`config.mk`:
```
export PLATFORM = sky130hd
export DESIGN_NAME = mem_access
export DESIGN_NICKNAME = d
export VERILOG_FILES = /design/src/common/mem_stage_pkg.sv /design/src/design/mem_access.sv
export SDC_FILE = /design/constraint.sdc
export NUM_CORES = 1
export LEC_CHECK = 0
export BUFFER_PORTS_ARGS = -buffer_cell sky130_fd_sc_hd__clkbuf_2
export CORE_AREA = 3 3 83 85
export DETAILED_ROUTE_END_ITERATION = 6
export DIE_AREA = 0 0 86 88
export GPL_TIMING_DRIVEN = 1
export PLACE_DENSITY_LB_ADDON = 0.15
export SLEW_MARGIN = 30
export SYNTH_ARGS = -nofsm -noshare
export SYNTH_HDL_FRONTEND = slang
export SYNTH_SLANG_ARGS = --single-unit
```
`constraint.sdc`:
```
create_clock -name vclk -period 3
set_input_delay 0.6 -clock vclk [all_inputs]
set_output_delay 0.6 -clock vclk [all_outputs]
set_load 0.01 [all_outputs]
```
`src/common/mem_stage_pkg.sv`:
```
package mem_stage_pkg;

    // Data path and address width.
    parameter int DATA_W = 32;
    parameter int REG_ADDR_W = 5;
    parameter int BE_W = DATA_W / 8;

    // Access operation of a request.
    typedef enum logic [1:0] {
        OP_PASS  = 2'b00, // Data straight to register.
        OP_LOAD  = 2'b01, // Memory to register.
        OP_STORE = 2'b10  // Register to memory.
    } access_op_e;

    // Access size of a request.
    typedef enum logic [1:0] {
        SZ_BYTE = 2'b00,
        SZ_HALF = 2'b01,
        SZ_WORD = 2'b10
    } access_sz_e;

    // One request from execute.
    typedef struct packed {
        access_op_e            op;
        access_sz_e            sz;
        logic                  is_unsigned; // Zero-extend loads.
        logic [DATA_W-1:0]     addr;
        logic [DATA_W-1:0]     data;        // Store or pass-through data.
        logic [REG_ADDR_W-1:0] reg_addr;
    } mem_req_t;

    // One record for write-back.
    typedef struct packed {
        logic [REG_ADDR_W-1:0] reg_addr;
        logic                  reg_we;      // Loads and pass-through only.
        logic [DATA_W-1:0]     data;
    } wb_rec_t;

endpackage

```
`src/design/mem_access.sv`:
```
`timescale 1ns/10ps

module mem_access (
    // Held request from the input register.
    input  logic                                req_valid_i,
    input  mem_stage_pkg::mem_req_t             req_i,
    output logic                                req_ready_o,

    // Data RAM side.
    output logic [31:0]                         mem_addr_o,
    output logic                                mem_wr_o,
    output logic [mem_stage_pkg::BE_W-1:0]      mem_be_o,
    output logic [mem_stage_pkg::DATA_W-1:0]    mem_wdata_o,
    input  logic [mem_stage_pkg::DATA_W-1:0]    mem_rdata_i,

    // Toward the write-back register.
    output logic                                wb_valid_o,
    output mem_stage_pkg::wb_rec_t              wb_o,
    input  logic                                wb_ready_i
);

    localparam int DW = mem_stage_pkg::DATA_W;

    logic          xfer;
    logic [7:0]    lane_byte;
    logic [15:0]   lane_half;
    logic [DW-1:0] load_data;

    // Handshake passes straight through.
    assign wb_valid_o  = req_valid_i;
    assign req_ready_o = wb_ready_i;
    assign xfer        = req_valid_i && wb_ready_i;

    assign mem_addr_o = req_i.addr;
    assign mem_wr_o   = xfer && (req_i.op == mem_stage_pkg::OP_STORE); // Once per store.

    always_comb begin
        case (req_i.sz)
            mem_stage_pkg::SZ_BYTE: mem_be_o = 4'b0001 << req_i.addr[1:0];
            mem_stage_pkg::SZ_HALF: mem_be_o = req_i.addr[1] ? 4'b1100 : 4'b0011;
            default:                mem_be_o = 4'b1111;
        endcase
    end

    // Replicate store data across lanes.
    always_comb begin
        case (req_i.sz)
            mem_stage_pkg::SZ_BYTE: mem_wdata_o = {4{req_i.data[7:0]}};
            mem_stage_pkg::SZ_HALF: mem_wdata_o = {2{req_i.data[15:0]}};
            default:                mem_wdata_o = req_i.data;
        endcase
    end

    assign lane_byte = mem_rdata_i[{req_i.addr[1:0], 3'b000} +: 8];
    assign lane_half = req_i.addr[1] ? mem_rdata_i[31:16] : mem_rdata_i[15:0];

    always_comb begin
        case (req_i.sz)
            mem_stage_pkg::SZ_BYTE: begin
                if (req_i.is_unsigned) begin
                    load_data = {{(DW-8){1'b0}}, lane_byte};
                end else begin
                    load_data = {{(DW-8){lane_byte[7]}}, lane_byte};
                end
            end
            mem_stage_pkg::SZ_HALF: begin
                if (req_i.is_unsigned) begin
                    load_data = {{(DW-16){1'b0}}, lane_half};
                end else begin
                    load_data = {{(DW-16){lane_half[15]}}, lane_half};
                end
            end
            default: load_data = mem_rdata_i; // Whole word.
        endcase
    end

    always_comb begin
        wb_o.reg_addr = req_i.reg_addr;
        case (req_i.op)
            mem_stage_pkg::OP_LOAD: begin
                wb_o.reg_we = 1'b1;
                wb_o.data   = load_data;
            end
            mem_stage_pkg::OP_STORE: begin
                wb_o.reg_we = 1'b0;
                wb_o.data   = req_i.data;
            end
            default: begin
                // Pass-through.
                wb_o.reg_we = 1'b1;
                wb_o.data   = req_i.data;
            end
        endcase
    end

endmodule

```
==> results.cfg <==
[synthesis]
yosysWarningCount = 0
synth.cell_area_um2 = 1750
syn_nets = 366
synthDistinctLibCells = 33
synth_area_per_cell_um2 = 6.86
synthCells = 255
ys_seq_area_share_pct = 0

[power]
p_per_area_nw_per_um2 = 188
p_leak_nw = 1.20
vdd_drop_max_mv = 0.0611

[global_routing]
grt_pass1_wl_um = 11300
antenna_found_initial = 0
grt_max_degree = 21
overflow = 0
grt_util_all_layers_pct = 18.5
grt_pass1_vias = 2137

[placed_design]
dp.cells = 422
dp_hpwl_um = 6050
place.gp.congestion = 0.814
numPortBuffers = 147

[status]
status = finished clean

[layout]
nFlopsAndLatches = 0
seq_area_um2 = 0
nets = 458
instances_no_fill = 422
drive_gt1_share_pct = 55.7
antenna_cells = 0
nClkBuffers = 0
fill_cells = 716
area_delta_synth_final_pct = 28.4

[worst_setup_path]
critPathBufInv = 3
start_kind = input pin
crit_family = simple AND/OR/NAND/NOR gates
critical_path_required_ns = 2.40
cp_slowest_cell = or3_1
critPathCaptureType = output pin
path_class = in2out
slowest_delay_ns = 0.53
crit_top_cell = clkbuf_2
cp.arrival_ns = 2.21
crit_path_max_fanout = 7
worstPathCellList = clkbuf_2 -> inv_1 -> ha_1 -> nand2b_1 -> or3_1 -> o221ai_1 -> clkbuf_2

[min_path]
hold_end = mem_addr_o[23]
hold_class = in2out
min-delay-start = req_i[60]
hold_depth = 0

[route]
firstDrtPassIters = 4
wire_per_inst_um = 17.7
first_iter_violations = 77
vias = 2211
via_per_inst = 5.24
drt-total-wl_um = 7470
final_antenna_net_count = 0
drc_errors = 0

[die]
die_h_um = 88
die_area_um2 = 7570
die_w_um = 86
core-area_um2 = 6280
io_pins = 217
placementRows = 29
initial_core_util_pct = 27.9

[timing]
tns_ns = 0
layout_min_cycle_time_ns = 2.81
relSlewSlack_pct = 70.0
rsz0062_at_grt = no
period_share_pct = 93.5
hold_viol = 0
fmax_mhz = 356
setup_viol = 0
finalMaxSlewViolations = 0
worst_pin_slew_ns = 0.449

[run]
maxCapViolCount = 0

[clock_tree]
cts_hold_buf = 0
-- per-stage QoR --
step	setup slack (ns)	hold WS, ns	util, %	instance area (µm²)	power (mW)
after floorplan	0.310	1.29	-	1750	0.285
after global placement	0.177	1.20	35.7	2240	0.424
after detailed placement	0.149	1.20	35.7	2240	0.424
after CTS	0.145	1.20	35.7	2240	0.426
after global routing	0.0661	1.20	35.8	2250	0.465
final	0.194	1.20	35.8	2250	0.422
-- report_power, final --
part           internal (mW)  switching [mW]  leakage (nW)
registers                  0               0             0
clock network              0               0             0
logic                  0.191           0.231          1.20
-- cells by family (layout without fill, tap and decap cells) --
| logic type | after synthesis | after routing | share of synthesized area (%) |
|---|---|---|---|
| fa+ha+maj | 3 | 3 | 2.14 |
| compound gates | 86 | 86 | 33.7 |
| mux | 33 | 33 | 21.3 |
| buf+inv | 86 | 176 | 29.6 |
| simple gates | 47 | 47 | 13.2 |
-- layout make-up --
cell class         instances  area, µm²  area share [%]
well taps                 77       96.3            4.29
multi-input cells        169       1240            55.1
inverters                 14       52.6            2.34
repair buffers           162        861            38.3
-- routing by layer --
layer | share of wire, % | track usage [%]
met1 | 41 | 22.4
met2 | 49 | 33.9
met3 | 7.9 | 2.73
met4 | 2.2 | 4.89
met5 | 0 | 0
-- synthesized netlist by cell type, types with 2 or more instances --
master | instances | area, µm²
a32oi_1 | 8 | 70.1
nand2b_1 | 4 | 25.0
clkbuf_1 | 16 | 60.1
buf_6 | 2 | 22.5
mux2i_1 | 8 | 80.1
and3b_1 | 2 | 17.5
o21ai_1 | 10 | 50.1
a41oi_1 | 7 | 61.3
buf_2 | 3 | 15.0
inv_1 | 14 | 52.6
a21oi_1 | 9 | 45.0
a21o_1 | 2 | 15.0
nor2b_1 | 4 | 25.0
o21bai_1 | 2 | 15.0
or3_1 | 2 | 12.5
ha_1 | 3 | 37.5
nand2_1 | 29 | 109
mux2_2 | 24 | 270
o221ai_1 | 7 | 61.3
a22oi_1 | 17 | 128
buf_1 | 4 | 15.0
buf_4 | 47 | 353
o21ai_0 | 21 | 105
-- worst max path at each step --
stage	start	to	slack (ns)	depth (start not counted)
floorplan	req_i[72]	wb_o[22]	0.31	8
global placement	req_i[72]	wb_o[21]	0.18	7
detailed placement	req_i[72]	wb_o[17]	0.15	7
CTS	req_i[72]	wb_o[17]	0.14	7
global route	req_i[72]	wb_o[3]	0.07	7
finish	req_i[72]	wb_o[0]	0.19	7
-- layout by cell type, fill, tap and decap left out --
master      n
mux2_2     24
or3_1       1
ha_1        3
clkbuf_2  147
nor2_2      1
nand2_1    29
nand2b_1    4
nand3b_1    1
a22oi_1    17
a32oi_1     8
or2_2       1
a221oi_1    1
a32o_1      1
or3_4       1
a22oi_4     1
nor2_1      1
inv_1      14
nor2b_1     4
and3_1      1
o21ai_0    21
and3b_1     2
a21o_1      2
a41oi_1     7
o21ai_1    10
buf_4      14
o21bai_1    2
nor3b_2     1
buf_12      1
mux2i_1     8
o221ai_1    7
mux4_2      1
a21oi_1     9
-- repair_timing --
item                       in CTS  in global routing
setup buffers                   0                  0
resized for setup               0                  1
setup endpoints to repair       0                  2
(Power assumes the default switching activity.)
